==> src/weights.hex <==
// each word: mean m (signed) in bits 31:16, spread v in bits 15:0; rule-major, 8 inputs per rule
00000300
10000280
f0000340
20000300
e0000200
08000380
f8000300
04000240
00000080
c0000060
400000a0
e8000070
18000090
a0000050
60000080
d00000a0
80001000
7fff1200
00001800
c0000e00
40001400
e0001000
20000c00
00002000
8000ffff
00000040
30000060
d0000040
10000030
f0000050
50000040
b0000060
7fff0600
80000500
7fff0400
80000600
7fff0500
80000400
7fff0600
80000500

==> src/exp_lut.hex <==
// one 16-bit strength per line, 65535 * exp(-i/8), index 0 first
ffff
e1ea
c75f
aff1
9b45
8906
78ed
6ab7
5e2d
531c
4958
40ba
391f
3269
2c7c
2742
22a5
1e93
1afb
17d0
1503
128b
105e
0e71
0cbf
0b3f
09ed
08c2
07bb
06d2
0605
0550
04b0
0423
03a7
0339
02d8
0282
0237
01f4
01ba
0186
0158
012f
010c
00ec
00d1
00b8
00a2
008f
007f
0070
0063
0057
004d
0044
003c
0035
002f
0029
0024
0020
001c
0019
==> src/hw/fr_pkg.sv <==
package fr_pkg;

    localparam int FR_INPUTS    = 8;
    localparam int FR_RULES     = 5;
    localparam int FR_RULE_W    = 3;
    localparam int FR_SAMPLE_W  = 16;
    localparam int FR_TERM_W    = 16;
    localparam int FR_SUM_W     = 19;
    localparam int FR_SQ_SHIFT  = 16;
    localparam int FR_W_SHIFT   = 16;
    localparam int FR_QUANT_DIV = 100;
    localparam int FR_LUT_DEPTH = 64;
    localparam int FR_LUT_AW    = 6;

    // derived datapath widths
    localparam int FR_STRENGTH_W = 16;
    localparam int FR_DIFF_W     = FR_SAMPLE_W + 1;
    localparam int FR_SQR_W      = 2 * FR_DIFF_W - FR_SQ_SHIFT;
    localparam int FR_PROD_W     = FR_SQR_W + FR_SAMPLE_W;
    localparam int FR_SCL_W      = FR_PROD_W - FR_W_SHIFT;

    localparam string FR_WEIGHT_FILE = "/design/src/weights.hex";
    localparam string FR_LUT_FILE    = "/design/src/exp_lut.hex";

    typedef logic signed [FR_SAMPLE_W-1:0] fr_sample_t;
    typedef fr_sample_t [FR_INPUTS-1:0] fr_sample_vec_t;

    // mean in the high half, spread coefficient in the low half
    typedef struct packed {
        logic signed [FR_SAMPLE_W-1:0] m;
        logic [FR_SAMPLE_W-1:0]        v;
    } fr_weight_t;

    typedef fr_weight_t [FR_INPUTS-1:0] fr_weight_vec_t;

    typedef logic [FR_INPUTS-1:0][FR_TERM_W-1:0] fr_term_vec_t;

    typedef struct packed {
        logic                 valid;
        logic [FR_RULE_W-1:0] rule;
    } fr_rule_req_t;

    typedef struct packed {
        logic                     valid;
        logic [FR_RULE_W-1:0]     rule;
        logic [FR_STRENGTH_W-1:0] strength;
    } fr_result_t;

endpackage

==> src/hw/fr_adder_tree.sv <==
module fr_adder_tree (
    input  logic                        clk,
    input  logic                        rst,
    input  fr_pkg::fr_term_vec_t        terms,
    input  fr_pkg::fr_rule_req_t        req_in,
    output logic [fr_pkg::FR_SUM_W-1:0] sum,
    output fr_pkg::fr_rule_req_t        req_out
);
    import fr_pkg::*;

    logic [FR_TERM_W:0]   lvl1 [FR_INPUTS/2];
    logic [FR_TERM_W+1:0] lvl2 [FR_INPUTS/4];
    fr_rule_req_t         req_1;
    fr_rule_req_t         req_2;

    // 8 to 4
    always_ff @(posedge clk) begin
        for (int i = 0; i < FR_INPUTS / 2; i++) begin
            lvl1[i] <= {1'b0, terms[2*i]} + {1'b0, terms[2*i+1]};
        end
    end

    // 4 to 2
    always_ff @(posedge clk) begin
        for (int i = 0; i < FR_INPUTS / 4; i++) begin
            lvl2[i] <= {1'b0, lvl1[2*i]} + {1'b0, lvl1[2*i+1]};
        end
    end

    // 2 to 1
    always_ff @(posedge clk) begin
        sum <= {1'b0, lvl2[0]} + {1'b0, lvl2[1]};
    end

    always_ff @(posedge clk) begin
        if (rst) begin
            req_1   <= '0;
            req_2   <= '0;
            req_out <= '0;
        end else begin
            req_1   <= req_in;
            req_2   <= req_1;
            req_out <= req_2;
        end
    end

endmodule

==> config.mk <==
export PLATFORM = sky130hd
export DESIGN_NAME = fr_adder_tree
export DESIGN_NICKNAME = d
export VERILOG_FILES = /design/src/hw/fr_pkg.sv /design/src/hw/fr_adder_tree.sv
export SDC_FILE = /design/constraint.sdc
export NUM_CORES = 1
export LEC_CHECK = 0
export BUFFER_PORTS_ARGS = -buffer_cell sky130_fd_sc_hd__buf_2
export CAP_MARGIN = 20
export CORE_ASPECT_RATIO = 1.5
export CORE_MARGIN = 4
export CORE_UTILIZATION = 43
export DETAILED_ROUTE_END_ITERATION = 10
export SETUP_SLACK_MARGIN = 0.5
export SLEW_MARGIN = 30
export SYNTH_ARGS = -nofsm -noshare
export SYNTH_HDL_FRONTEND = slang
export SYNTH_SLANG_ARGS = --single-unit
==> constraint.sdc <==
create_clock -name clk -period 3.05 [get_ports clk]
set_input_delay 0.305 -clock clk [delete_from_list [all_inputs] [get_ports clk]]
set_output_delay 0.305 -clock clk [all_outputs]
set_load 0.03 [all_outputs]
### Word-level counts from Yosys, hierarchy flattened

Memory sizes are Yosys's and may differ from the RTL's.
Index checks and enable logic that the tools add are counted.

* bits in writable memories: 104
* memories: 2
* bits in registers: 31
* output and inout port bits: 23

* add/subtract/negate cells: 7

Memory list
* lvl1: words 4, width 17, read ports 4, clocked after memory_dff 0, write ports 4, RTL line fr_adder_tree.sv:11 `logic [FR_TERM_W:0] lvl1 [FR_INPUTS/2];`
* lvl2: words 2, width 18, read ports 2, clocked after memory_dff 0, write ports 2, RTL line fr_adder_tree.sv:12 `logic [FR_TERM_W+1:0] lvl2 [FR_INPUTS/4];`

Operator list (number)
* $add 16x16->17: 4
* $add 17x17->18: 2
* $add 18x18->19: 1

### Depth between registers and ports, before layout

Gate-level depths: netlist of the first run.

* word-level depth: 1
* depth in mapped cells: 10
* mapped depth without buffers: 10

### Worst setup path before layout of the first run

OpenSTA, ideal clock, no wires.

* kind: input to register
* from: input port terms[64] (netlist bit)
* to: memory lvl1[2][14] (netlist bit)
* cell stages on the path: 9
* data required time: 2.912 ns
* path buffers: 0
* arrival time: 2.182 ns
* slack: 0.729 ns
* cells stage by stage: ha_1 fa_1 a21o_1 a21o_1 a21oi_1 o21ai_0 a21oi_1 o311ai_0 xor2_1

RTL lines
* from (decl): RTL line fr_adder_tree.sv:4 `input fr_pkg::fr_term_vec_t terms,`
* to (decl): RTL line fr_adder_tree.sv:11

==> results of run 1 <==
kinds of logic after synthesis:
| kind of cell | after synthesis |
|---|---|
| XOR/XNOR | 88 |
| buffers and inverters | 57 |
| AO/OA/AOI/OAI | 286 |
| multiplexers | 1 |
| adder cells (fa/ha/maj) | 123 |
| AND/OR/NAND/NOR | 218 |
| flip-flops | 135 |
cell usage in the layout (no fill, tap or decap), drive strengths merged, types with 6 or more instances in the layout:
master,count
o21a,13
nor2,68
clkbuf,17
a21oi,89
ha,116
o21bai,16
nand2,47
xnor2,58
a21boi,6
nand4,9
xor2,30
nand3,14
nor3,27
fa,7
nor2b,20
o31ai,7
o21ai,52
o311ai,7
a21o,41
inv,47
dfxtp,135
a31oi,10
a211oi,10
nand2b,10
buf,156
worst max-delay path by stage:
stage	depth (start not counted)	slack, ns	to	start
2_1_floorplan	9	0.73	lvl1[2][14]	terms[64]
3_3_place_gp	10	0.43	lvl1[2][14]	terms[64]
3_5_place_dp	10	0.37	lvl1[2][14]	terms[64]
4_1_cts	10	0.58	lvl2[0][34]	lvl1[3][0]
5_1_grt	10	0.50	lvl2[0][34]	lvl1[3][0]
6_report	10	0.63	lvl2[0][34]	lvl1[3][0]
final cells by class:
cell class	count	area share (%)
clock buffers	17	4.30
repair buffers	156	7.89
clock inverters	14	1.78
inverters	44	1.67
well taps	252	3.19
multi-input cells	716	53.9
flip-flops and latches	135	27.3
critical path: stages, from the launching register on:
cell and delay (ns):
dfxtp_1 0.31, ha_2 0.19, inv_1 0.06, fa_2 0.34, nor2b_1 0.12, o21a_1 0.18, a311oi_4 0.14, a211oi_2 0.32
nor3_2 0.10, or4_4 0.49, o311ai_2 0.08
through the flow:
step                      instances  hold slack [ns]  area [µm²]
after floorplan                 908            0.377        8240
after global placement         1303            0.415        9280
after detailed placement       1303            0.428        9280
after CTS                      1334           0.0908        9880
after global routing           1334           0.0968        9900
final                          1334            0.102        9900
sequential cells by signal, summed over array words and instances (netlist names):
signal,cells
lvl2,36
lvl1,68
sum,19
req_out,4
req_2,4
req_1,4
metal layers:
layer	GRT usage, %	vias up	share of wire [%]
met5	0	-	0
met4	4.96	0	1.3
met3	2.84	19	3.4
met2	30.7	118	52
met1	20.0	3167	43
li1	-	3634	-
power by group:
part | internal, W | leakage (nW) | switching [W]
registers | 0.00239 | 1.14 | 0.000217
clock network | 0.00129 | 0.278 | 0.000771
logic | 0.00185 | 3.22 | 0.00244
timing repair:
action                                 in CTS  in global routing
endpoints found under the hold margin       0                  0
setup endpoints to repair                   0                  3
hold buffers                                0                  0
gates resized for setup                     0                  5
==> results.py, run 1 <==
metrics = {
    "sta": {
        "clock_skew_ns": 0.00951,
        "slew_headroom_pct": 67.2,
        "fmax_ghz": 0.413,
        "hold_viol": 0,
        "timing.setup.tns_ns": 0,
        "setup-violations-final": 0,
        "period_share_pct": 79.4,
        "worst_pin_slew_ns": 0.486,
        "worst_slack_ns": 0.629,
        "drv_slew": 0,
        "rsz0062_at_grt": "no",
        "period_needed_ns": 2.42,
    },
    "min_path": {
        "holdPathStages": 2,
        "hold_end": "lvl1[1][0]",
        "hp-class": "input port to flip-flop",
        "hold_path_startpoint": "terms[48]",
    },
    "final_layout": {
        "multi_input_area_um2": 5330,
        "area_delta_synth_final_pct": 20.2,
        "diodes": 0,
        "fillers": 1785,
        "drive_gt1_share_pct": 18.9,
        "finish.utilization_pct": 52.9,
        "fin_nets": 1327,
        "regArea_um2": 2700,
    },
    "synth": {
        "synth_area_leaders": "dfxtp_1, ha_1, xnor2_1, a21oi_1, a21o_1",
        "synthMuxAreaShare_pct": 0.122,
        "synth_seq_area_share_pct": 32.8,
        "synth_top_family_by_area": "compound AO/OA/AOI/OAI gates",
        "synth_simple_gate_area_share_pct": 12.8,
        "synth_cell_types": 60,
        "yosys_warnings": 0,
        "ys.flop_type": "dfxtp_1",
        "synth_compound_area_share_pct": 23.0,
        "yosysTopAreaCell": "dfxtp_1",
        "ys_top_cells_by_count": "dfxtp_1, ha_1, a21oi_1",
        "synth_cells": 908,
        "synthAdderAreaFrac_pct": 19.3,
        "synth_area_um2": 8240,
        "yosysTopAreaCellShare_pct": 32.8,
        "ys_ff_latch": 135,
        "synth_xor_area_share_pct": 9.36,
        "syn_nets": 1165,
        "synth.most_common_cell": "dfxtp_1",
        "avgSynthCellArea_um2": 9.07,
        "async_flop_share_pct": 0,
        "synth_edf_count": 0,
    },
    "floorplan": {
        "die_x_um": 121,
        "core-area_um2": 18700,
        "die_h_um": 177,
        "start_util_pct": 44.0,
        "ios": 157,
        "die-area_um2": 21500,
        "rows": 61,
    },
    "critical_path": {
        "path_max_fanout": 4,
        "ff2ff_path_depth": 10,
        "cp.required_ns": 3.37,
        "r2r-end": "lvl2[0][34]",
        "r2r_slack_ns": 0.63,
        "critPathArrivalTime_ns": 2.74,
        "crit_path_end_kind": "flip-flop",
        "crit_type": "flip-flop to flip-flop",
        "start_kind": "flip-flop",
        "timing.rr.start": "lvl1[3][0]",
    },
    "grt": {
        "grt_max_degree": 17,
        "first_global_vias": 6597,
        "grt_pass1_wl_um": 29600,
        "antenna_found_initial": 0,
        "grt_usage_pct": 16.8,
        "grt-ovfl-total": 0,
    },
    "power_and_ir_drop": {
        "vdd_drop_max_uv": 590,
        "power_w": 0.00896,
        "power-per-cell-area_nw_per_um2": 905,
        "leakage_nw": 4.64,
    },
    "placement": {
        "gp_congestion": 0.859,
        "port_buffers": 156,
        "place_hpwl_um": 14800,
        "dp_slack_ns": 0.366,
    },
    "detailed_routing": {
        "drt_iter0_drc": 307,
        "vias": 6938,
        "wl_per_cell_um": 13.4,
        "first_pass_iters": 5,
        "via_per_inst": 5.20,
        "routed_wirelength_um": 17900,
        "drc": 0,
        "ant_nets": 0,
    },
    "clock_network": {
        "cts_buffers": 17,
        "path_clk_slew_ns": 0.06,
        "clock_sinks": 135,
        "htreeDepth": 4,
        "clock_path_buffers": 2,
        "post-cts-setup-buffers": 0,
        "cts_tree": "yes",
        "insertion_delay_ns": 0.42,
        "root_buffer": "clkbuf_16",
    },
    "run_status": {
        "outcome": "finished clean",
    },
    "job": {
        "drv_cap": 0,
    },
}
(Power assumes the default switching activity.)
==> run 2: changes to the inputs <==
ABC_AREA = 1   (was unset)
clock period = 2.4 ns   (was 3.05 ns; I/O delays follow)
==> run 2 against run 1 <==
  * Wire length up 28%
  * Sequential cell count is the same
  * Sequential share of layout area shrank 2.2 points
  * Critical path type unchanged
  * Sequential power up 26%
  * Critical endpoint is now sum[14]
  * Register-to-register slack improved by 0.02 ns
  * Synthesized area increased by 9.4%
  * Via count rose by 23%
  * Final cell count is 31% higher
  * Synthesized cell count increased by 43%
  * Fmax up 38%
  * Utilization shrank 0.45 points
==> results.py, run 2 <==
metrics = {
    "run_status": {
        "outcome": "finished clean",
    },
    "placement": {
        "place_hpwl_um": 19800,
        "port_buffers": 156,
        "gp_congestion": 0.873,
    },
    "detailed_routing": {
        "routed_wirelength_um": 22900,
        "wl_per_cell_um": 13.1,
        "vias": 8509,
        "via_per_inst": 4.88,
        "first_pass_iters": 5,
        "drc": 0,
        "ant_nets": 0,
        "drt_iter0_drc": 386,
    },
    "synth": {
        "synth_seq_area_share_pct": 30.0,
        "synthAdderAreaFrac_pct": 17.7,
        "ys.flop_type": "dfxtp_1",
        "synth_area_um2": 9010,
        "ys_top_cells_by_count": "nand2_1, inv_1, dfxtp_1",
        "yosysTopAreaCell": "dfxtp_1",
        "synth_cell_types": 29,
        "synth_edf_count": 0,
        "yosys_warnings": 0,
        "avgSynthCellArea_um2": 6.96,
        "async_flop_share_pct": 0,
        "syn_nets": 1552,
        "synth_top_family_by_area": "simple AND/OR/NAND/NOR gates",
        "yosysTopAreaCellShare_pct": 30.0,
        "synthMuxAreaShare_pct": 0,
        "synth_area_leaders": "dfxtp_1, ha_1, nand2_1, inv_1, a21oi_1",
        "synth_xor_area_share_pct": 4.85,
        "synth.most_common_cell": "nand2_1",
        "synth_cells": 1295,
        "ys_ff_latch": 135,
        "synth_simple_gate_area_share_pct": 30.9,
        "synth_compound_area_share_pct": 9.86,
    },
    "clock_network": {
        "insertion_delay_ns": 0.42,
        "path_clk_slew_ns": 0.06,
        "cts_tree": "yes",
        "cts_buffers": 17,
        "clock_sinks": 135,
        "post-cts-setup-buffers": 0,
        "root_buffer": "clkbuf_16",
        "htreeDepth": 4,
        "clock_path_buffers": 2,
    },
    "final_layout": {
        "diodes": 0,
        "fillers": 2138,
        "top_regs": "lvl1 (68), lvl2 (36), sum (19)",
        "final_cell_mix": "nand2_1, inv_1, buf_2",
        "largest_register": "lvl1",
        "fin_nets": 1726,
        "largest_reg_flops": 68,
        "area_delta_synth_final_pct": 19.4,
        "final_common_cell": "nand2_1",
        "drive_gt1_share_pct": 15.1,
    },
    "sta": {
        "clock_skew_ns": 0.00668,
        "slew_headroom_pct": 73.9,
        "rsz0062_at_grt": "yes",
        "setup-violations-final": 0,
        "period_share_pct": 72.9,
        "period_needed_ns": 1.75,
        "worst_pin_slew_ns": 0.391,
        "timing.setup.tns_ns": 0,
        "hold_viol": 0,
        "fmax_ghz": 0.572,
        "drv_slew": 0,
    },
    "floorplan": {
        "ios": 157,
        "start_util_pct": 44.0,
        "rows": 64,
        "die_h_um": 185,
        "die_x_um": 126,
        "die-area_um2": 23400,
        "core-area_um2": 20500,
    },
    "critical_path": {
        "crit_type": "flip-flop to flip-flop",
        "r2r_slack_ns": 0.65,
        "cp.required_ns": 2.76,
        "crit_path_end_kind": "flip-flop",
        "path_max_fanout": 4,
        "critPathArrivalTime_ns": 2.11,
        "r2r-end": "sum[14]",
        "timing.rr.start": "lvl2[0][0]",
        "ff2ff_path_depth": 10,
        "start_kind": "flip-flop",
    },
    "power_and_ir_drop": {
        "power_w": 0.0116,
        "vdd_drop_max_uv": 600,
        "power-per-cell-area_nw_per_um2": 1080,
        "leakage_nw": 5.94,
    },
    "grt": {
        "first_global_vias": 8645,
        "grt_usage_pct": 20.2,
        "grt_pass1_wl_um": 38200,
        "grt-ovfl-total": 0,
        "antenna_found_initial": 0,
        "grt_max_degree": 17,
    },
    "min_path": {
        "hp-class": "input port to flip-flop",
        "hold_path_startpoint": "req_in[2]",
        "hold_end": "req_1[2]",
        "holdPathStages": 3,
    },
    "job": {
        "drv_cap": 0,
    },
}
-- run 2: changes by cell type after synthesis, sizes merged, moves of 11 or more --
cell and delta:
inv +116, nand2 +352, o21a -13, xor2 +12
o21bai -15, nor2 +48, xnor2 -51, clkbuf -12
a21o -30, a21oi +19, nor2b -20, nor3 -11
nand3 +81
-- run 2: how the worst max path moves through the flow --
stage	to	cells past startpoint	startpoint
after floorplan	lvl2[0][12]	10	lvl1[1][0]
after global placement	lvl1[1][8]	10	terms[32]
after detailed placement	lvl1[1][16]	11	terms[32]
after CTS	sum[14]	10	lvl2[0][0]
after global routing	lvl2[0][32]	10	lvl1[3][0]
final	sum[14]	10	lvl2[0][0]
-- run 2: metal layers --
metal	wire [µm]	track usage, %	share of wire [%]	vias up
li1	-	-	-	4554
met1	8860	20.2	39	3713
met2	12500	40.4	54	191
met3	903	4.15	3.9	51
met4	688	7.08	3.0	0
met5	0	0	0	-
-- run 2: final cells by class --
cell class	count	area, µm²	share of cell area (%)
multi-input combinational	999	5720	53.2
timing repair buffer	156	781	7.26
clock buffer	21	480	4.47
tap	264	330	3.07
sequential	135	2700	25.1
clock inverter	10	144	1.34
inverter	160	601	5.58
-- run 2: stage by stage --
step / worst slack (ns) / hold slack [ns] / utilization (%) / cells / cell area, µm²
detailed placement: 0.542 / 0.392 / 49.4 / 1714 / 10100
CTS: 0.556 / 0.0192 / 52.4 / 1745 / 10700
floorplan: 0.810 / 0.311 / - / 1295 / 9010
finish: 0.652 / 0.0322 / 52.5 / 1745 / 10800
global placement: 0.577 / 0.390 / 49.4 / 1714 / 10100
global route: 0.495 / 0.0248 / 52.5 / 1745 / 10800
-- run 2: report_power, final --
| part | switching (W) | internal [W] | total [W] |
|---|---|---|---|
| Clock | 0.000965 | 0.00174 | 0.00271 |
| Combinational | 0.00355 | 0.00201 | 0.00556 |
| Sequential | 0.000304 | 0.00300 | 0.00330 |
| Total | 0.00482 | 0.00675 | 0.0116 |
-- run 2: kinds of logic (layout without fill, tap and decap cells) --
logic type | count (synthesis) | after routing
AND/OR/NAND/NOR | 660 | 660
buffers and inverters | 161 | 347
XOR/XNOR | 49 | 49
flip-flops | 135 | 135
adder cells (fa/ha/maj) | 123 | 123
AO/OA/AOI/OAI | 167 | 167
-- run 2: worst max-delay path: stages, from the launching register on --
cell     delay (ns)
dfxtp_1        0.31
ha_2           0.23
inv_1          0.07
fa_1           0.42
o21ai_2        0.22
nand2_1        0.10
nand2_2        0.10
nand2_2        0.06
nand2_1        0.09
nand2_1        0.05
nand2_1        0.05
-- run 2: timing repair --
action,4_1_cts,5_1_grt
setup endpoints to repair,0,9
hold buffers,0,0
gates resized for setup,0,6
