===== config.mk =====
export PLATFORM = sky130hd
export DESIGN_NAME = fr_rule_ctrl
export DESIGN_NICKNAME = d
export VERILOG_FILES = /design/src/hw/fr_pkg.sv /design/src/hw/fr_rule_ctrl.sv
export SDC_FILE = /design/constraint.sdc
export NUM_CORES = 1
export LEC_CHECK = 0
export BUFFER_PORTS_ARGS = -buffer_cell sky130_fd_sc_hd__buf_2
export CAP_MARGIN = 20
export CORE_AREA = 2 2 111 113
export CTS_CLUSTER_SIZE = 12
export DETAILED_ROUTE_END_ITERATION = 10
export DIE_AREA = 0 0 113 115
export HOLD_SLACK_MARGIN = 0.02
export PLACE_DENSITY = 0.75
export SYNTH_ARGS = -nofsm -noshare
export SYNTH_HDL_FRONTEND = slang
export SYNTH_SLANG_ARGS = --single-unit

===== constraint.sdc =====
create_clock -name clk -period 4.9 [get_ports clk]
set_clock_uncertainty 0.15 [all_clocks]
set_input_delay 0.98 -clock clk [delete_from_list [all_inputs] [get_ports clk]]
set_output_delay 0.98 -clock clk [all_outputs]
set_load 0.005 [all_outputs]

===== src/weights.hex =====
// each word: mean m (signed) in bits 31:16, spread v in bits 15:0; rule-major, 8 inputs per rule
00000300
10000280
f0000340
20000300
e0000200
08000380
f8000300
04000240
00000080
c0000060
400000a0
e8000070
18000090
a0000050
60000080
d00000a0
80001000
7fff1200
00001800
c0000e00
40001400
e0001000
20000c00
00002000
8000ffff
00000040
30000060
d0000040
10000030
f0000050
50000040
b0000060
7fff0600
80000500
7fff0400
80000600
7fff0500
80000400
7fff0600
80000500


===== src/exp_lut.hex =====
// one 16-bit strength per line, 65535 * exp(-i/8), index 0 first
ffff
e1ea
c75f
aff1
9b45
8906
78ed
6ab7
5e2d
531c
4958
40ba
391f
3269
2c7c
2742
22a5
1e93
1afb
17d0
1503
128b
105e
0e71
0cbf
0b3f
09ed
08c2
07bb
06d2
0605
0550
04b0
0423
03a7
0339
02d8
0282
0237
01f4
01ba
0186
0158
012f
010c
00ec
00d1
00b8
00a2
008f
007f
0070
0063
0057
004d
0044
003c
0035
002f
0029
0024
0020
001c
0019

===== src/hw/fr_pkg.sv =====
package fr_pkg;

    localparam int FR_INPUTS    = 8;
    localparam int FR_RULES     = 5;
    localparam int FR_RULE_W    = 3;
    localparam int FR_SAMPLE_W  = 16;
    localparam int FR_TERM_W    = 16;
    localparam int FR_SUM_W     = 19;
    localparam int FR_SQ_SHIFT  = 16;
    localparam int FR_W_SHIFT   = 16;
    localparam int FR_QUANT_DIV = 100;
    localparam int FR_LUT_DEPTH = 64;
    localparam int FR_LUT_AW    = 6;

    // derived datapath widths
    localparam int FR_STRENGTH_W = 16;
    localparam int FR_DIFF_W     = FR_SAMPLE_W + 1;
    localparam int FR_SQR_W      = 2 * FR_DIFF_W - FR_SQ_SHIFT;
    localparam int FR_PROD_W     = FR_SQR_W + FR_SAMPLE_W;
    localparam int FR_SCL_W      = FR_PROD_W - FR_W_SHIFT;

    localparam string FR_WEIGHT_FILE = "/design/src/weights.hex";
    localparam string FR_LUT_FILE    = "/design/src/exp_lut.hex";

    typedef logic signed [FR_SAMPLE_W-1:0] fr_sample_t;
    typedef fr_sample_t [FR_INPUTS-1:0] fr_sample_vec_t;

    // mean in the high half, spread coefficient in the low half
    typedef struct packed {
        logic signed [FR_SAMPLE_W-1:0] m;
        logic [FR_SAMPLE_W-1:0]        v;
    } fr_weight_t;

    typedef fr_weight_t [FR_INPUTS-1:0] fr_weight_vec_t;

    typedef logic [FR_INPUTS-1:0][FR_TERM_W-1:0] fr_term_vec_t;

    typedef struct packed {
        logic                 valid;
        logic [FR_RULE_W-1:0] rule;
    } fr_rule_req_t;

    typedef struct packed {
        logic                     valid;
        logic [FR_RULE_W-1:0]     rule;
        logic [FR_STRENGTH_W-1:0] strength;
    } fr_result_t;

endpackage


===== src/hw/fr_rule_ctrl.sv =====
module fr_rule_ctrl (
    input  logic                   clk,
    input  logic                   rst,
    input  logic                   start,
    input  fr_pkg::fr_sample_vec_t samples,
    input  fr_pkg::fr_result_t     result,
    output fr_pkg::fr_rule_req_t   req,
    output fr_pkg::fr_sample_vec_t sample_hold,
    output logic                   done
);
    import fr_pkg::*;

    logic                 accept;
    logic                 busy;
    logic                 issuing;
    logic [FR_RULE_W-1:0] issue_cnt;
    logic [FR_RULE_W-1:0] res_cnt;

    assign accept = start && !busy;

    // held for the whole pass
    always_ff @(posedge clk) begin
        if (accept) begin
            sample_hold <= samples;
        end
    end

    // one rule per cycle
    always_ff @(posedge clk) begin
        if (rst) begin
            issuing   <= 1'b0;
            issue_cnt <= '0;
            req       <= '0;
        end else begin
            req.valid <= issuing;
            req.rule  <= issue_cnt;
            if (accept) begin
                issuing   <= 1'b1;
                issue_cnt <= '0;
            end else if (issuing) begin
                if (issue_cnt == FR_RULE_W'(FR_RULES - 1)) begin
                    issuing <= 1'b0;
                end
                issue_cnt <= issue_cnt + 1'b1;
            end
        end
    end

    // pass ends when the last result comes back
    always_ff @(posedge clk) begin
        if (rst) begin
            busy    <= 1'b0;
            done    <= 1'b0;
            res_cnt <= '0;
        end else if (accept) begin
            busy    <= 1'b1;
            done    <= 1'b0;
            res_cnt <= '0;
        end else if (busy && result.valid) begin
            if (res_cnt == FR_RULE_W'(FR_RULES - 1)) begin
                busy <= 1'b0;
                done <= 1'b1;
            end
            res_cnt <= res_cnt + 1'b1;
        end
    end

    // a result beyond the last rule would push the count past FR_RULES
    a_res_cnt_range: assert property (@(posedge clk) disable iff (rst)
        result.valid |-> res_cnt < FR_RULE_W'(FR_RULES));

    a_req_only_busy: assert property (@(posedge clk) disable iff (rst)
        req.valid |-> busy);

endmodule


---- After elaboration in Yosys (flattened, before gate mapping) ----
Cells that the tools add are included.
operators by class
  $add $sub $neg .......................... 2
  reduce and logical (&&, ||, !) cells .... 8
  eq/ne operators ......................... 2
  multiplexer cells ....................... 6
operators with widths
  kind                                         count
  adder 3 x 1 -> 3 bit, second input constant  2
  == test 3 bit, second input constant         2
  two-way mux 1 bit                            6
  AND reduction 2 bit                          2
  nonzero test 2 bit                           2
  logical AND 1 bit                            2
  OR reduction 2 bit                           1
  zero test 1 bit                              1
storage, ports and cells
  flip-flop bits (word level) ............. 141
  bits of input ports ..................... 151

---- Longest topological paths before layout ----
Gate-level depths: netlist of the first run.
  word-level depth ........................ 4
  depth in mapped cells ................... 5

---- Worst setup path after synthesis of the first run ----
Ideal clock, no wire load.
  path type ............................... input-to-reg
  from .................................... input start
  to ...................................... register done
  setup slack ............................. -0.167 ns
  path buffers ............................ 1
  stages .................................. 4
  setup time .............................. 0.117 ns
  arrival ................................. 4.800 ns
  cells stage by stage .................... nor2b_2 or2_1 buf_6 nor2_2
on the way
  longest elaborated chain between the ends .. 2
RTL lines
  item                          RTL line            RTL
  start: declaration            fr_rule_ctrl.sv:4   input logic start,
  logical AND 1 bit             fr_rule_ctrl.sv:19  assign accept = start && !busy;
  OR reduction 2 bit (no line)  -
  end signal: assignment        fr_rule_ctrl.sv:53  done <= 1'b0;
  end signal: assignment        fr_rule_ctrl.sv:57  done <= 1'b0;
  end signal: assignment        fr_rule_ctrl.sv:62  done <= 1'b1;
  end: declaration              fr_rule_ctrl.sv:9   output logic done
Every way passes these cells.
A chain may end at the register's enable or synchronous reset.

---- Worst setup path in the final report of the first run ----
  from .................................... register sample_hold[31] in the netlist's numbering
  to ...................................... output sample_hold[31] in the netlist's numbering
RTL lines
  item                      RTL line            RTL
  start: declaration        fr_rule_ctrl.sv:8   output fr_pkg::fr_sample_vec_t sample_hold,
  start signal: assignment  fr_rule_ctrl.sv:24  sample_hold <= samples;
No word-level cell between the ends.

==> key figures, run 1 <==
Clock tree
  • CTS Buf Count: 17
  • H-tree depth: 4
  • Worst skew pair latency: ~400 ps
  • CTS tree: done
  • Root Buffer: clkbuf_16
  • Postcts setup bufs: 0
  • Post_cts resized: 0
  • Worst-path clk slew: ~50 ps
  • Clock Sinks: 141
  • # hold bufs at CTS: 0
  • CTS max path bufs: 2

Logic synthesis
  • Nets in the synthesized netlist: 335
  • Post-synth EDFFs: 128
  • Main flop type after synthesis: edfxtp_1
  • Mapped Area: about 4400 um^2
  • FFs w/ async S/R, synth: 0%
  • Most common cell in the netlist: edfxtp_1
  • Synth Warn #: 0
  • Post-synthesis sequential area ratio: 94.0%
  • Syn avg cell area: ~24 um^2
  • Yosys reg bits: 141
  • Synth cell count leaders: 128 x edfxtp_1, 13 x dfxtp_1, 5 x nand2_1, 5 x nor2_2
  • Synth top area cells: edfxtp_1 88%, dfxtp_1 6.0%, ha_1 1.1%
  • Cell variety after synth: 20
  • Syn Inst Count: 180
  • Share of the synthesized area in the top cell type: between 80% and 90%
  • Synth area leader: edfxtp_1

Worst setup path
  • Crit-path max FO: 1
  • Crit-path cells: buf_2
  • Critical R2R Launch: busy$_SDFFE_PP0P_
  • Largest stage delay on the critical path: about 400 ps
  • Buffers & Inverters on Critical Path: 1
  • Arr. time, crit path: 950 ps
  • Worst Setup End Kind: primary output
  • Critical Path Source Type: flip-flop
  • Top delay family on crit path: flip-flops
  • CP max stage cell: edfxtp_1
  • Worst Setup Path Type: flip-flop to primary output
  • Crit path required time: 3770 ps
  • Crit. Startpoint: sample_hold[31]$_DFFE_PP_

Finish
  • Non-filler cells, final: 623
  • Ant diodes: 0
  • Area delta synth->final: 48.0%
  • Net count, final: 618
  • Proportion of layout cells with a drive suffix above 1: 63.0%
  • Fillers: 970
  • Final core utilization: 54.7%

Power
  • LEAKAGE: 0.00275 uW
  • Power per cell area: between 400 and 500 nW/um^2
  • Worst vdd ir: 0.000222 V

Placement
  • Routability Congestion: approximately 0.7
  • # placed instances: 591
  • PortBufs: 264
  • Post-DP HPWL: approximately 7.4 mm

Job
  • Maxcap violations: 0

Detailed routing
  • Starting DRT DRC Count: 229
  • Final wirelength: 9.95 mm
  • Routed vias: ~2700
  • Metal1 wirelength: between 3 and 4 mm
  • # DRC: 20
  • Highest Signal Layer: met4
  • Vias/cell: 4.37
  • Met2 WL: 5.24 mm
  • First drt pass iteration count: 7
  • Wire per inst: between 15 and 20 um
  • Antenna-violating nets left: 0
  • Met3 Wirelength: 933 um

Timing
  • Setup violations, final: 0
  • Final worst path period share: 42.5%
  • Relative slew margins: 51.0%
  • Final min period: 2080 ps
  • Max frequency: 480 MHz
  • Final Hold Fails: 0
  • Final Slew Violations: 0
  • Worst-Margin Slew: 734 ps
  • Total negative slack: 0 ps
  • Unrepaired setup endpoints after global routing: false

Floorplanning
  • Die height: 115 um
  • Die extent in x: 113 um
  • FP Rows: 40
  • Initial Util: 37.0%
  • IO Count: 284
  • Die Area: between 10000 and 15000 um^2
  • Core Region: between 10000 and 15000 um^2

GRT
  • Vias in the first global route: 2704
  • GRT Overall Usage: ~15%
  • GR Overflow Total: 0
  • Initial antenna violation count: 0
  • Largest net degree at the start of global routing: between 100 and 150
  • First-pass GRT wire length: 13.9 mm

Worst hold path
  • Worst Hold Launch: issue_cnt[1]$_SDFFE_PP0P_
  • Hold WC Path Type: flip-flop to flip-flop

Run status
  • Failing checks: design-rule violations
  • Status: finished, violations left
[worst paths after layout]
kind	to	slack, ps	cells past startpoint
max	sample_hold[31]	2820	1
min	req[1]$_SDFF_PP0_	330	2
max reg2reg	sample_hold[6]$_DFFE_PP_	3200	2
min reg2reg	req[1]$_SDFF_PP0_	330	2
[worst reg2reg max path, stage by stage (launching register included)]
cell and delay (ps):
dfxtp_1 380, nor2b_4 180, buf_12 440
[routing by layer]
metal,global-route usage [%],up-vias
met5,0,-
met4,7.48,0
met3,6.22,18
met2,25.1,136
met1,16.0,1305
li1,-,1261
[cells in the final DEF (no fill, tap or decap)]
cell / synthesis / layout
dfxtp_1: 13 / 13
clkinv_2: 0 / 4
a41oi_1: 1 / 1
o22ai_1: 1 / 1
inv_6: 0 / 1
clkinv_4: 0 / 1
clkbuf_1: 0 / 1
clkinvlp_4: 0 / 1
buf_2: 0 / 264
nor2_1: 4 / 4
edfxtp_1: 128 / 128
ha_1: 4 / 4
nor2_4: 1 / 1
nor2b_4: 0 / 1
xor2_1: 2 / 2
a21oi_1: 1 / 1
nor2_2: 5 / 5
clkinv_1: 0 / 4
nor2b_1: 2 / 2
nand3_1: 2 / 2
xnor2_1: 2 / 2
or2_1: 1 / 1
a21oi_2: 1 / 1
nand2_1: 5 / 5
clkbuf_16: 0 / 17
buf_12: 0 / 1
inv_1: 4 / 4
mux2i_1: 1 / 1
bufinv_16: 0 / 3
[sequential cells by signal (all words and copies together), names as in the netlist]
name / flops
done: 1
sample_hold: 128
req: 4
busy: 1
issuing: 1
issue_cnt: 3
res_cnt: 3
[layout make-up]
cell class / instances / area, um^2 / share of cell area [%]
Clock buffer: 18 / 429 / 6.64
Clock inverter: 14 / 150 / 2.32
Inverter: 4 / 15.0 / 0.232
Multi-Input combinational cell: 34 / 243 / 3.75
Sequential cell: 141 / 4100 / 63.5
Tap cell: 147 / 184 / 2.84
Timing Repair Buffer: 265 / 1340 / 20.7
[power by group]
part | total [uW] | leakage (uW) | internal (uW) | switching [uW]
Clock | 1240 | 0.000284 | 790 | 449
Sequential | 1410 | 0.00132 | 1390 | 17.4
Combinational | 159 | 0.00114 | 78.9 | 79.9
[cell families after synthesis]
family          count (synthesis)  share of synthesized area [%]
mux                             1                          0.229
xor+xnor                        4                          0.802
buf+inv                         5                          0.601
simple gates                   21                           2.61
fa+ha+maj                       4                           1.15
compound gates                  4                          0.659
flops                         141                           94.0
[stage by stage]
stage | setup slack, ps | hold WS, ps | cell area [um^2] | power (uW)
6_report | 2820 | 331 | 6470 | 2800
5_1_grt | 2780 | 358 | 6470 | 2910
4_1_cts | 2780 | 340 | 6470 | 2840
3_5_place_dp | 2540 | 331 | 5890 | 1590
3_3_place_gp | 2570 | 315 | 5890 | 1580
2_1_floorplan | 1270 | 296 | 4370 | 1470
Power figures use the tool's default switching activity.
==> run 2: changes to the inputs <==
--- a/config.mk
+++ b/config.mk
@@ -12,7 +12,7 @@
 export DETAILED_ROUTE_END_ITERATION = 10
 export DIE_AREA = 0 0 113 115
 export HOLD_SLACK_MARGIN = 0.02
-export PLACE_DENSITY = 0.75
+export PLACE_DENSITY = 0.72
 export SYNTH_ARGS = -nofsm -noshare
 export SYNTH_HDL_FRONTEND = slang
 export SYNTH_SLANG_ARGS = --single-unit
==> constraint.sdc (replaced) <==
create_clock -name clk -period 2.1 [get_ports clk]
set_clock_uncertainty 0.15 [all_clocks]
set_input_delay 0.42 -clock clk [delete_from_list [all_inputs] [get_ports clk]]
set_output_delay 0.42 -clock clk [all_outputs]
set_load 0.005 [all_outputs]
==> run 2 against run 1 <==
  * The flow still finishes with violations (design-rule violations)
  * Die area did not move
  * Sequential power rose by 130%
  * First-iteration DRC count decreased by 0.87%
  * Register-to-register slack worse by 2500 ps
  * Final cell count increased by 6.4%
  * Sequential share of layout area is 3.3 points lower
  * Global-route usage is 0.92 points higher
  * Via count grew 6.5%
  * Hold slack got worse by 290 ps
  * Clock-buffer cell count increased by 1
  * Design area up 5.5%
  * Largest cell class unchanged
==> key figures, run 2 (synthesis gave the netlist of run 1 again) <==
Worst setup path
  • Crit-path cells: buf_2
  • Crit path required time: 1530 ps
  • Top delay family on crit path: flip-flops
  • Critical Path Source Type: flip-flop
  • Flop2flop setup slack: 680 ps
  • Buffers & Inverters on Critical Path: 1
  • Largest stage delay on the critical path: between 400 and 500 ps
  • Worst Setup Path Type: flip-flop to primary output
  • Arr. time, crit path: approximately 990 ps
  • Crit-path max FO: 1
  • CP max stage cell: edfxtp_1
  • Worst Setup End Kind: primary output

Clock tree
  • CTS tree: done
  • Worst-path clk slew: 60 ps
  • Postcts setup bufs: 0
  • CTS max path bufs: 2
  • Root Buffer: clkbuf_16
  • Worst skew pair latency: 400 ps
  • H-tree depth: 4
  • Post_cts resized: 0
  • Clock Sinks: ~140
  • CTS Buf Count: 17

Finish
  • Final core utilization: 57.8%
  • Max reg flops: roughly 130
  • Top flop regs: sample_hold (128), req (4)
  • Ant diodes: 0
  • Final instance area: 6820 um^2
  • Most frequent cells in the layout: 264 x buf_2, 128 x edfxtp_1, 39 x dlygate4sd3_1
  • Area delta synth->final: 56.2%
  • Net count, final: ~660
  • Biggest register: sample_hold
  • Commonest non-fill, non-tap cell in the layout: buf_2
  • Proportion of layout cells with a drive suffix above 1: between 50% and 60%

Timing
  • Final Hold Fails: 0
  • Final worst path period share: 74.3%
  • Setup violations, final: 0
  • Final min period: 1560 ps
  • Worst-Margin Slew: slightly above 400 ps
  • Final Slew Violations: 0
  • Max frequency: approximately 640 MHz
  • Worst Slack Setup Final: 541 ps
  • Unrepaired setup endpoints after global routing: false
  • Relative slew margins: between 70% and 80%

Floorplanning
  • Die height: 115 um
  • FP Rows: 40
  • Die Area: roughly 13000 um^2
  • Core Region: approximately 12000 um^2
  • Die extent in x: roughly 110 um
  • Initial Util: between 30% and 40%
  • IO Count: 284

GRT
  • Vias in the first global route: 2871
  • GR Overflow Total: 0
  • First-pass GRT wire length: 15.0 mm
  • Initial antenna violation count: 0
  • Largest net degree at the start of global routing: 66
  • GRT Overall Usage: 15.7%

Power
  • LEAKAGE: 0.00289 uW
  • Power per cell area: approximately 930 nW/um^2
  • Worst vdd ir: 0.000393 V

Detailed routing
  • Antenna-violating nets left: 0
  • # DRC: 20
  • First drt pass iteration count: 7
  • Vias/cell: 4.37
  • Starting DRT DRC Count: between 200 and 250
  • Final wirelength: between 10 and 15 mm
  • Wire per inst: 16.2 um
  • Routed vias: 2898

Run status
  • Status: finished, violations left
  • Failing checks: design-rule violations

Placement
  • Routability Congestion: around 0.75
  • Worst slack at placement: 529 ps
  • PortBufs: 264
  • Placed Area: 5910 um^2
  • Post-DP HPWL: 7.58 mm

Job
  • Maxcap violations: 0

Worst hold path
  • Hold WC Path Type: input pin to flip-flop
[run 2: cell count changes in the layout (fill, tap and decap cells not counted)]
| cell | change |
|---|---|
| buf_12 | +1 |
| bufinv_16 | -3 |
| clkbuf_1 | +1 |
| clkinv_1 | -2 |
| clkinv_2 | -2 |
| clkinv_4 | +2 |
| clkinvlp_4 | +2 |
| dlygate4sd3_1 | +39 |
| inv_6 | +2 |
[run 2: what timing repair did]
item                                   CTS  global route
endpoints found under the hold margin   35             4
setup endpoints to repair                0             0
hold buffers                            35             4
[run 2: per-stage QoR]
step	hold slack [ps]	TNS (ps)	instances	power, uW
global route	20.1	0	663	6560
detailed placement	328	0	592	3720
finish	41.6	0	663	6330
CTS	20.1	0	659	6420
global placement	322	0	592	3700
floorplan	296	-115460	180	3440
[run 2: layout make-up]
type,instances,area [um^2]
clock buffer,19,433
clock inverter,13,92.6
fill,938,4990
inverter,4,15.0
multi-input combinational,34,243
sequential,141,4100
tap,147,184
timing repair buffer,305,1750
[run 2: worst paths after layout]
path / start / end / depth (start not counted)
worst max-delay path: sample_hold[127]$_DFFE_PP_ / sample_hold[127] / 1
worst min-delay path: samples[103] / sample_hold[103]$_DFFE_PP_ / 1
worst max register to register: busy$_SDFFE_PP0P_ / sample_hold[107]$_DFFE_PP_ / 2
worst min register to register: issue_cnt[1]$_SDFFE_PP0P_ / req[1]$_SDFF_PP0_ / 2
[run 2: metal layers]
metal | vias to the layer above | wire, um | GRT usage (%)
met5 | - | 0 | 0
met4 | 0 | 133 | 6.91
met3 | 15 | 877 | 5.48
met2 | 142 | 5890 | 28.5
met1 | 1399 | 3820 | 16.6
li1 | 1342 | - | -
[run 2: where the power goes]
group | internal (uW) | leakage [uW] | switching [uW]
Combinational | 237 | 0.00131 | 200
Sequential | 3240 | 0.00132 | 39.8
Clock | 1510 | 0.000249 | 1110
Total | 4990 | 0.00289 | 1350
