File: src/weights.hex
// each word: mean m (signed) in bits 31:16, spread v in bits 15:0; rule-major, 8 inputs per rule
00000300
10000280
f0000340
20000300
e0000200
08000380
f8000300
04000240
00000080
c0000060
400000a0
e8000070
18000090
a0000050
60000080
d00000a0
80001000
7fff1200
00001800
c0000e00
40001400
e0001000
20000c00
00002000
8000ffff
00000040
30000060
d0000040
10000030
f0000050
50000040
b0000060
7fff0600
80000500
7fff0400
80000600
7fff0500
80000400
7fff0600
80000500

File: src/exp_lut.hex
// one 16-bit strength per line, 65535 * exp(-i/8), index 0 first
ffff
e1ea
c75f
aff1
9b45
8906
78ed
6ab7
5e2d
531c
4958
40ba
391f
3269
2c7c
2742
22a5
1e93
1afb
17d0
1503
128b
105e
0e71
0cbf
0b3f
09ed
08c2
07bb
06d2
0605
0550
04b0
0423
03a7
0339
02d8
0282
0237
01f4
01ba
0186
0158
012f
010c
00ec
00d1
00b8
00a2
008f
007f
0070
0063
0057
004d
0044
003c
0035
002f
0029
0024
0020
001c
0019
File: src/hw/fr_pkg.sv
package fr_pkg;

    localparam int FR_INPUTS    = 8;
    localparam int FR_RULES     = 5;
    localparam int FR_RULE_W    = 3;
    localparam int FR_SAMPLE_W  = 16;
    localparam int FR_TERM_W    = 16;
    localparam int FR_SUM_W     = 19;
    localparam int FR_SQ_SHIFT  = 16;
    localparam int FR_W_SHIFT   = 16;
    localparam int FR_QUANT_DIV = 100;
    localparam int FR_LUT_DEPTH = 64;
    localparam int FR_LUT_AW    = 6;

    // derived datapath widths
    localparam int FR_STRENGTH_W = 16;
    localparam int FR_DIFF_W     = FR_SAMPLE_W + 1;
    localparam int FR_SQR_W      = 2 * FR_DIFF_W - FR_SQ_SHIFT;
    localparam int FR_PROD_W     = FR_SQR_W + FR_SAMPLE_W;
    localparam int FR_SCL_W      = FR_PROD_W - FR_W_SHIFT;

    localparam string FR_WEIGHT_FILE = "/design/src/weights.hex";
    localparam string FR_LUT_FILE    = "/design/src/exp_lut.hex";

    typedef logic signed [FR_SAMPLE_W-1:0] fr_sample_t;
    typedef fr_sample_t [FR_INPUTS-1:0] fr_sample_vec_t;

    // mean in the high half, spread coefficient in the low half
    typedef struct packed {
        logic signed [FR_SAMPLE_W-1:0] m;
        logic [FR_SAMPLE_W-1:0]        v;
    } fr_weight_t;

    typedef fr_weight_t [FR_INPUTS-1:0] fr_weight_vec_t;

    typedef logic [FR_INPUTS-1:0][FR_TERM_W-1:0] fr_term_vec_t;

    typedef struct packed {
        logic                 valid;
        logic [FR_RULE_W-1:0] rule;
    } fr_rule_req_t;

    typedef struct packed {
        logic                     valid;
        logic [FR_RULE_W-1:0]     rule;
        logic [FR_STRENGTH_W-1:0] strength;
    } fr_result_t;

endpackage

File: src/hw/fr_exp_lut.sv
module fr_exp_lut (
    input  logic                        clk,
    input  logic                        rst,
    input  logic [fr_pkg::FR_SUM_W-1:0] sum,
    input  fr_pkg::fr_rule_req_t        req_in,
    output fr_pkg::fr_result_t          result
);
    import fr_pkg::*;

    logic [FR_SUM_W-1:0]      quot;
    logic [FR_LUT_AW-1:0]     idx;
    fr_rule_req_t             req_d;
    logic [FR_STRENGTH_W-1:0] lut [FR_LUT_DEPTH];

    // falling exponential, entry 0 is full scale
    initial begin
        $readmemh(FR_LUT_FILE, lut);
    end

    assign quot = sum / FR_SUM_W'(FR_QUANT_DIV);

    // large sums all land on the last entry
    always_ff @(posedge clk) begin
        if (quot > FR_SUM_W'(FR_LUT_DEPTH - 1)) begin
            idx <= FR_LUT_AW'(FR_LUT_DEPTH - 1);
        end else begin
            idx <= quot[FR_LUT_AW-1:0];
        end
    end

    always_ff @(posedge clk) begin
        if (rst) begin
            req_d  <= '0;
            result <= '0;
        end else begin
            req_d           <= req_in;
            result.valid    <= req_d.valid;
            result.rule     <= req_d.rule;
            result.strength <= lut[idx];
        end
    end

    // a known index always lands inside the table
    a_idx_in_table: assert property (@(posedge clk) disable iff (rst)
        req_d.valid |-> !$isunknown(idx));

endmodule

File: config.mk
export PLATFORM = sky130hd
export DESIGN_NAME = fr_exp_lut
export DESIGN_NICKNAME = d
export VERILOG_FILES = /design/src/hw/fr_pkg.sv /design/src/hw/fr_exp_lut.sv
export SDC_FILE = /design/constraint.sdc
export NUM_CORES = 1
export LEC_CHECK = 0
export ABC_CLOCK_PERIOD_IN_PS = 1400
export BUFFER_PORTS_ARGS = -buffer_cell sky130_fd_sc_hd__buf_2
export CELL_PAD_IN_SITES_DETAIL_PLACEMENT = 1
export CELL_PAD_IN_SITES_GLOBAL_PLACEMENT = 2
export CORE_MARGIN = 2
export CORE_UTILIZATION = 14
export CTS_BUF_LIST = sky130_fd_sc_hd__clkbuf_16
export DETAILED_ROUTE_END_ITERATION = 10
export MAX_ROUTING_LAYER = met4
export PLACE_DENSITY = 0.83
export SYNTH_ARGS = -nofsm -noshare
export SYNTH_HDL_FRONTEND = slang
export SYNTH_SLANG_ARGS = --single-unit
File: constraint.sdc
create_clock -name clk -period 1.4 [get_ports clk]
set_clock_uncertainty 0.15 [all_clocks]
set_input_delay 0.35 -clock clk [delete_from_list [all_inputs] [get_ports clk]]
set_output_delay 0.35 -clock clk [all_outputs]
set_load 0.005 [all_outputs]
## Yosys cells after proc, flatten, opt, wreduce, memory -nomap -nowiden

Index checks and enable logic that the tools add are counted.

| cells by class | value |
|---|---|
| add/sub/neg operators | 0 |
| multiply operators | 0 |
| div/mod/pow operators | 0 |
| magnitude comparators | 0 |
| eq/ne operators | 0 |
| shift-type cells | 0 |
| multiplexer cells | 0 |
| bitwise logic cells | 0 |
| reduce and logical (&&, ||, !) cells | 0 |

| word-level totals | value |
|---|---|
| bits in registers | 24 |
| bits in latches | 0 |
| RAM bits | 0 |
| ROM bits | 0 |
| input bits | 25 |
| output and inout bits | 20 |
| logic and storage cells | 5 |
| memories kept | 0 |

## Logic depth before layout (Yosys ltp)

Gate-level depths: netlist (run 1).

| depth | value |
|---|---|
| depth after elaboration | 0 |
| mapped depth | 1 |
| gate-level depth less buffers | 1 |

## Worst setup path after synthesis (run 1)

Ideal clock, no wire load.

| path | value |
|---|---|
| path type | register to output |
| start | register result[16] (netlist bit) |
| end | output port result[16] (netlist bit) |
| arrival time | 298 ps |
| required time | 900 ps |
| setup slack | 602 ps |
| stages on the path, launching flop included | 1 |
| path through | dfxtp_1 |

RTL lines:

| element | RTL line | source |
|---|---|---|
| start: declaration | fr_exp_lut.sv:6 | `output fr_pkg::fr_result_t result` |

No word-level cell between the ends.

## Worst setup path in the final report (run 1)

| path | value |
|---|---|
| start | register result[16] (netlist bit) |
| end | output port result[16] (netlist bit) |

No word-level cell between the ends.

==> impl_metrics.yaml, run 1 <==
run_status:
  status: "completed"
routing:
  route.detailed.wl_per_inst_um: 6.75
  post-route-drc-count: 0
  ant_nets: 0
  vias: 180
  finalWirelength_um: 486
  firstDrtPassIters: 2
  first_iter_violations: 1
  via_per_inst: 2.50
critical_path:
  critPathBufInv: 1
  critPathKind: "reg2out"
  r2r_cells: 1
  r2r_start: "req_d[3]$_SDFF_PP0_"
  cp-start-kind: "flop"
  path_max_fanout: 1
  cpPeakStageDelay_ns: 0.29
  cp-end-kind: "output pin"
  crit_family: "flip-flops"
  cp.required_ns: 0.90
  timing.rr.end: "result[19]$_SDFF_PP0_"
  crit_chain: "buf_2"
  slowest_stage: "dfxtp_1"
  ff2ff_setup_slack_ns: 0.73
  critical_path_arrival_ns: 0.63
synth:
  yosys.area.top_type: "dfxtp_1"
  synth_compound_area_share_pct: 0
  yosys-top-cells-area: "dfxtp_1 48%, buf_4 36%, nor2b_1 15%, conb_1 1.1%"
  avgSynthCellArea_um2: 10.1
  synth_mux_area_share_pct: 0
  synthFlopType: "dfxtp_1"
  synthCells: 33
  ys_ff_latch: 8
  synth-seq-area-share_pct: 47.9
  synth_enable_flop_cells: 0
  synth.distinct_cells: 4
  yosysMostFrequentCell: "buf_4"
  synth_common_cells: "16 x buf_4, 8 x dfxtp_1, 8 x nor2b_1, 1 x conb_1"
  synthSimpleGateAreaFrac_pct: 15.0
  synth_top_area_share_pct: 47.9
  synth_area_um2: 334
  synth_fa_ha_area_share_pct: 0
  synth-async-reset-ratio_pct: 0
  synth_warnings: 0
  synth_top_family_by_area: "buffers and inverters"
  yosys.area_share.xor_xnor_pct: 0
place:
  port_buffers: 9
  place_congestion: 0.579
floorplanning:
  core_um2: 2230
  die_x_um: 52.9
  row_count: 17
  initial_core_util_pct: 15.0
  pin_count: 45
  die_h_um: 52.9
  die-area_um2: 2790
sta:
  drv_slew: 0
  setup_tns_ns: 0
  finalCritPeriodShare_pct: 81.0
  finalSetupViolCount: 0
  hold_violations: 0
  clock.fmax_ghz: 0.881
  finalCriticalPeriod_ns: 1.13
  rsz0062_at_grt: "false"
cts:
  post_cts_resized: 0
  postCtsHoldBufs: 0
  cts_setup_buffers: 0
  cts_tree: "done"
  insertion_delay_ns: 0.23
  root_buffer: "clkbuf_16"
  cts_sinks: 8
  clockBufferDepth: 2
  h-tree-depth: 1
  clkTransAtPathRegs_ns: 0.04
  numCtsBuffers: 3
cells_and_area:
  diodes: 0
  drive_gt1_share_pct: 27.3
  final_nets: 71
  nFillCells: 272
  area_delta_synth_final_pct: 27.3
global_routing:
  grt_pass1_vias: 155
  grt_use_total_pct: 3.81
  grt_max_degree: 9
  grt_overflow_total: 0
  antenna_found_initial: 0
  grt_pass1_wl_um: 607
worst_hold_path:
  hold-path-cell-count: 2
  min_to: "req_d[2]$_SDFF_PP0_"
  holdCritPathClass: "in2reg"
  min_from: "req_in[2]"
pwr:
  power.density_nw_per_um2: 1750
  power.total_mw: 0.744
  ir_worst_vdd_mv: 0.539
  power.leakage_nw: 0.213
flow_run:
  drv_cap: 0
[sequential cells by signal, indices dropped and copies added, names as in the netlist]
| name | count |
|---|---|
| req_d | 4 |
| result | 4 |
[per-stage QoR]
step | setup slack (ns) | utilization [%] | hold slack, ns | area [µm²] | std cells
after global routing | 0.238 | 19.0 | 0.200 | 425 | 72
after floorplan | 0.602 | - | 0.264 | 390 | 48
final | 0.265 | 19.0 | 0.181 | 425 | 72
after CTS | 0.250 | 19.0 | 0.184 | 425 | 72
after detailed placement | 0.504 | 15.7 | 0.283 | 350 | 69
after global placement | 0.512 | 15.7 | 0.267 | 350 | 69
[cells by family after synthesis]
kind of cell           after synthesis
and+or+nand+nor                      8
other                                1
buffers and inverters               16
DFF                                  8
[routing by layer]
| layer | share of wire, % | GRT usage (%) | vias to the layer above | wire length (µm) |
|---|---|---|---|---|
| met5 | 0 | - | - | 0 |
| met4 | 1.4 | 6.41 | 0 | 7 |
| met3 | 13 | 1.69 | 2 | 63 |
| met2 | 57 | 5.83 | 15 | 276 |
| met1 | 29 | 2.39 | 75 | 139 |
| li1 | - | - | 88 | - |
[final cells by class]
type	count	area, µm²	area share, %
sequential	8	160	37.6
clock buffer	3	75.1	17.6
tap	28	35.0	8.24
multi-input combinational	24	110	25.9
timing repair buffer	9	45.0	10.6
[placed cells by master, fill, tap and decap left out]
| master | n |
|---|---|
| buf_2 | 9 |
| dfxtp_1 | 8 |
| conb_1 | 16 |
| clkbuf_16 | 3 |
| nor2b_1 | 8 |
[power by group]
part           total (mW)  switching [mW]  internal, mW
sequential          0.242         0.00208         0.240
clock               0.470           0.102         0.367
combinational      0.0322          0.0191        0.0131
[worst max path at each step]
stage / from / slack, ns / end / cells past startpoint
2_1_floorplan: result[16]$_SDFF_PP0_ / 0.60 / result[16] / 0
3_3_place_gp: result[17]$_SDFF_PP0_ / 0.51 / result[17] / 1
3_5_place_dp: result[16]$_SDFF_PP0_ / 0.50 / result[16] / 1
4_1_cts: result[16]$_SDFF_PP0_ / 0.25 / result[16] / 1
5_1_grt: result[16]$_SDFF_PP0_ / 0.24 / result[16] / 1
6_report: result[16]$_SDFF_PP0_ / 0.27 / result[16] / 1
Note: power is estimated with default switching activity, not from simulation.
==> run 2: changes to the inputs <==
Settings changed: ABC_CLOCK_PERIOD_IN_PS 1400 to 1200, CORE_UTILIZATION 14 to 13, PLACE_DENSITY 0.83 to 0.78.
Clock period 1.4 ns to 1.2 ns, I/O delays scaled along.
==> run 2 against run 1 <==
  * Cell area up 0.59%
  * Register-to-register slack lost 0.20 ns
  * Combinational power increased by 16%
  * Count of clock-buffer cells in the layout is the same
  * Non-clock buffer count is the same
  * Sequential power increased by 17%
  * Core utilization fell by 1.6 points
  * Die area increased by 7.1%
  * Critical path type unchanged
  * Largest power group unchanged
==> impl_metrics.yaml, run 2 (synthesis gave the netlist of run 1 again) <==
critical_path:
  timing.rr.end: "result[16]$_SDFF_PP0_"
  critical_path_arrival_ns: 0.64
  cp.required_ns: 0.75
  critPathBufInv: 1
  r2r_cells: 1
  cp-start-kind: "flop"
  cpPeakStageDelay_ns: 0.29
  critPathKind: "reg2out"
  path_max_fanout: 1
  ff2ff_setup_slack_ns: 0.53
  crit_chain: "buf_2"
  cp-end-kind: "output pin"
  slowest_stage: "dfxtp_1"
  r2r_start: "req_d[0]$_SDFF_PP0_"
  crit_family: "flip-flops"
floorplanning:
  pin_count: 45
  core_um2: 2450
  die-area_um2: 2990
  die_x_um: 54.7
  initial_core_util_pct: 13.6
  die_h_um: 54.7
  row_count: 18
cts:
  root_buffer: "clkbuf_16"
  clkTransAtPathRegs_ns: 0.04
  h-tree-depth: 1
  insertion_delay_ns: 0.23
  cts_setup_buffers: 0
  postCtsHoldBufs: 0
  numCtsBuffers: 3
  post_cts_resized: 0
  clockBufferDepth: 2
  cts_tree: "done"
  cts_sinks: 8
flow_run:
  drv_cap: 0
sta:
  setup_tns_ns: 0
  hold_violations: 0
  finalCritPeriodShare_pct: 90.5
  finalSetupViolCount: 0
  drv_slew: 0
  clock.fmax_ghz: 0.920
  rsz0062_at_grt: "false"
  finalCriticalPeriod_ns: 1.09
worst_hold_path:
  holdCritPathClass: "in2reg"
  min_to: "req_d[3]$_SDFF_PP0_"
  min_from: "req_in[3]"
  hold-path-cell-count: 2
routing:
  vias: 187
  post-route-drc-count: 0
  firstDrtPassIters: 1
  finalWirelength_um: 501
  ant_nets: 0
  via_per_inst: 2.53
  first_iter_violations: 0
  route.detailed.wl_per_inst_um: 6.77
run_status:
  status: "completed"
cells_and_area:
  area_delta_synth_final_pct: 28.1
  layout_common_cells: "16 x conb_1, 9 x buf_2, 8 x nor2b_1, 8 x dfxtp_1, 3 x clkbuf_16"
  drive_gt1_share_pct: 27.3
  top_regs: "req_d: 4 flops, result: 4 flops"
  final_nets: 71
  fin_util_pct: 17.4
  mostFrequentLayoutCell: "conb_1"
  diodes: 0
  final_cells: 74
place:
  dp_hpwl_um: 384
  port_buffers: 9
  place_inst: 71
  place_congestion: 0.460
global_routing:
  grt_pass1_wl_um: 669
  grt_max_degree: 9
  antenna_found_initial: 0
  grt_use_total_pct: 3.77
  grt_pass1_vias: 165
  grt_overflow_total: 0
pwr:
  power.density_nw_per_um2: 2050
  ir_worst_vdd_mv: 0.675
  power.leakage_nw: 0.213
## run 2: cell counts in the layout (fill, tap and decap cells not counted)
Identical to the previous run, type by type.
## run 2: report_power, final
group | internal [mW] | total [mW] | switching, mW
registers | 0.280 | 0.282 | 0.00230
clock network | 0.429 | 0.556 | 0.127
logic | 0.0153 | 0.0374 | 0.0222
total | 0.724 | 0.876 | 0.152
## run 2: worst max path at each step
stage | start | slack [ns] | cells past startpoint | end
floorplan | result[16]$_SDFF_PP0_ | 0.45 | 0 | result[16]
global placement | result[16]$_SDFF_PP0_ | 0.36 | 1 | result[16]
detailed placement | result[18]$_SDFF_PP0_ | 0.35 | 1 | result[18]
CTS | result[18]$_SDFF_PP0_ | 0.10 | 1 | result[18]
global route | result[16]$_SDFF_PP0_ | 0.08 | 1 | result[16]
finish | result[18]$_SDFF_PP0_ | 0.11 | 1 | result[18]
## run 2: cell type report
cell class / count / area, µm²
timing repair buffer: 9 / 45.0
sequential: 8 / 160
tap: 30 / 37.5
multi-input combinational: 24 / 110
clock buffer: 3 / 75.1
fill: 288 / 2030
## run 2: metal layers
layer | global-route usage, % | up-vias | share of wire, %
met5 | - | - | 0
met4 | 6.25 | 0 | 6.8
met3 | 1.64 | 3 | 14
met2 | 5.36 | 16 | 44
met1 | 2.77 | 80 | 35
li1 | - | 88 | -
## run 2: stage by stage
step	power (mW)	area [µm²]	setup slack [ns]	hold slack (ns)
2_1_floorplan	0.344	390	0.452	0.222
3_3_place_gp	0.322	353	0.361	0.270
3_5_place_dp	0.324	353	0.349	0.281
4_1_cts	0.886	428	0.101	0.135
5_1_grt	0.912	428	0.0761	0.144
6_report	0.876	428	0.113	0.132
==> run 3: changes to the inputs <==
Settings changed: CORE_MARGIN 2 to unset.
==> run 3 against run 2 <==
  * Combinational power is 2% lower
  * Largest cell class unchanged
  * First-iteration DRC count stayed put
  * Maximum frequency is 0.10% lower
  * Via count is 2.7% higher
  * Core utilization stayed put
  * Wire length is 14% lower
  * Critical endpoint is now result[16]
  * Non-clock buffer count stayed put
  * Cell area stayed put
==> impl_metrics.yaml, run 3 (synthesis gave the netlist of run 1 again) <==
pwr:
  ir_worst_vdd_mv: 0.754
  power.total_mw: 0.871
  power.leakage_nw: 0.213
  power.density_nw_per_um2: 2040
critical_path:
  crit_family: "flip-flops"
  crit_chain: "buf_2"
  critical_path_arrival_ns: 0.64
  cp.required_ns: 0.75
  cp.depth: 1
  cp-start-kind: "flop"
  path_max_fanout: 1
  r2r_cells: 1
  critPathBufInv: 1
  slowest_stage: "dfxtp_1"
  cpPeakStageDelay_ns: 0.29
  critPathKind: "reg2out"
  cp-end-kind: "output pin"
cts:
  clockBufferDepth: 2
  h-tree-depth: 1
  post_cts_resized: 0
  cts_sinks: 8
  postCtsHoldBufs: 0
  root_buffer: "clkbuf_16"
  cts_setup_buffers: 0
  numCtsBuffers: 3
  clkTransAtPathRegs_ns: 0.04
  insertion_delay_ns: 0.23
  cts_tree: "done"
sta:
  drv_slew: 0
  clock.fmax_ghz: 0.919
  finalSetupViolCount: 0
  hold_violations: 0
  rsz0062_at_grt: "false"
  finalCriticalPeriod_ns: 1.09
  finalCritPeriodShare_pct: 90.6
  setup_tns_ns: 0
cells_and_area:
  mostFrequentLayoutCell: "conb_1"
  top_regs: "req_d: 4 flops, result: 4 flops"
  multi_input_area_um2: 110
  area_delta_synth_final_pct: 28.1
  final_nets: 71
  layout_common_cells: "16 x conb_1, 9 x buf_2, 8 x nor2b_1, 8 x dfxtp_1, 3 x clkbuf_16"
  drive_gt1_share_pct: 27.3
  regArea_um2: 160
  diodes: 0
  fin_util_pct: 17.4
  nFillCells: 291
routing:
  finalWirelength_um: 432
  via_per_inst: 2.59
  firstDrtPassIters: 1
  vias: 192
  first_iter_violations: 0
  route.detailed.wl_per_inst_um: 5.84
  ant_nets: 0
  post-route-drc-count: 0
global_routing:
  grt_max_degree: 9
  grt_overflow_total: 0
  grt_pass1_wl_um: 614
  grt_pass1_vias: 158
  antenna_found_initial: 0
  grt_use_total_pct: 3.98
floorplanning:
  die_x_um: 52.7
  die_h_um: 52.7
  die-area_um2: 2780
  row_count: 18
  core_um2: 2450
  initial_core_util_pct: 13.6
  pin_count: 45
place:
  port_buffers: 9
  place_congestion: 0.528
run_status:
  status: "completed"
flow_run:
  drv_cap: 0
worst_hold_path:
  hold-path-cell-count: 2
  holdCritPathClass: "in2reg"
run 3: cell counts in the layout (fill, tap and decap cells not counted):
No cell type changed its count.
run 3: report_power, final:
part / total (mW) / switching [mW] / internal [mW]
sequential: 0.282 / 0.00220 / 0.280
clock: 0.552 / 0.124 / 0.429
combinational: 0.0365 / 0.0212 / 0.0153
total: 0.871 / 0.147 / 0.724
run 3: final cells by class:
type                            instances  share of cell area (%)
Tap cell                               30                    8.77
Clock buffer                            3                    17.5
Sequential cell                         8                    37.4
Timing Repair Buffer                    9                    10.5
Multi-Input combinational cell         24                    25.7
run 3: per-stage QoR:
stage | std cells | setup slack, ns | area, µm² | hold slack [ns]
global placement | 71 | 0.364 | 353 | 0.270
global route | 74 | 0.0769 | 428 | 0.137
finish | 74 | 0.112 | 428 | 0.128
detailed placement | 71 | 0.348 | 353 | 0.278
floorplan | 48 | 0.452 | 390 | 0.222
CTS | 74 | 0.0996 | 428 | 0.130
run 3: final timing paths:
path	from	end	slack [ns]
setup / recovery	result[16]$_SDFF_PP0_	result[16]	0.11
hold / removal	req_in[0]	req_d[0]$_SDFF_PP0_	0.13
setup reg to reg	req_d[0]$_SDFF_PP0_	result[16]$_SDFF_PP0_	0.54
hold reg to reg	req_d[1]$_SDFF_PP0_	result[17]$_SDFF_PP0_	0.28
run 3: metal layers:
layer,track usage (%),up-vias,part of all wire [%]
li1,-,88,-
met4,7.89,0,7.2
met2,6.12,19,50
met5,-,-,0
met3,1.74,3,15
met1,2.04,82,27
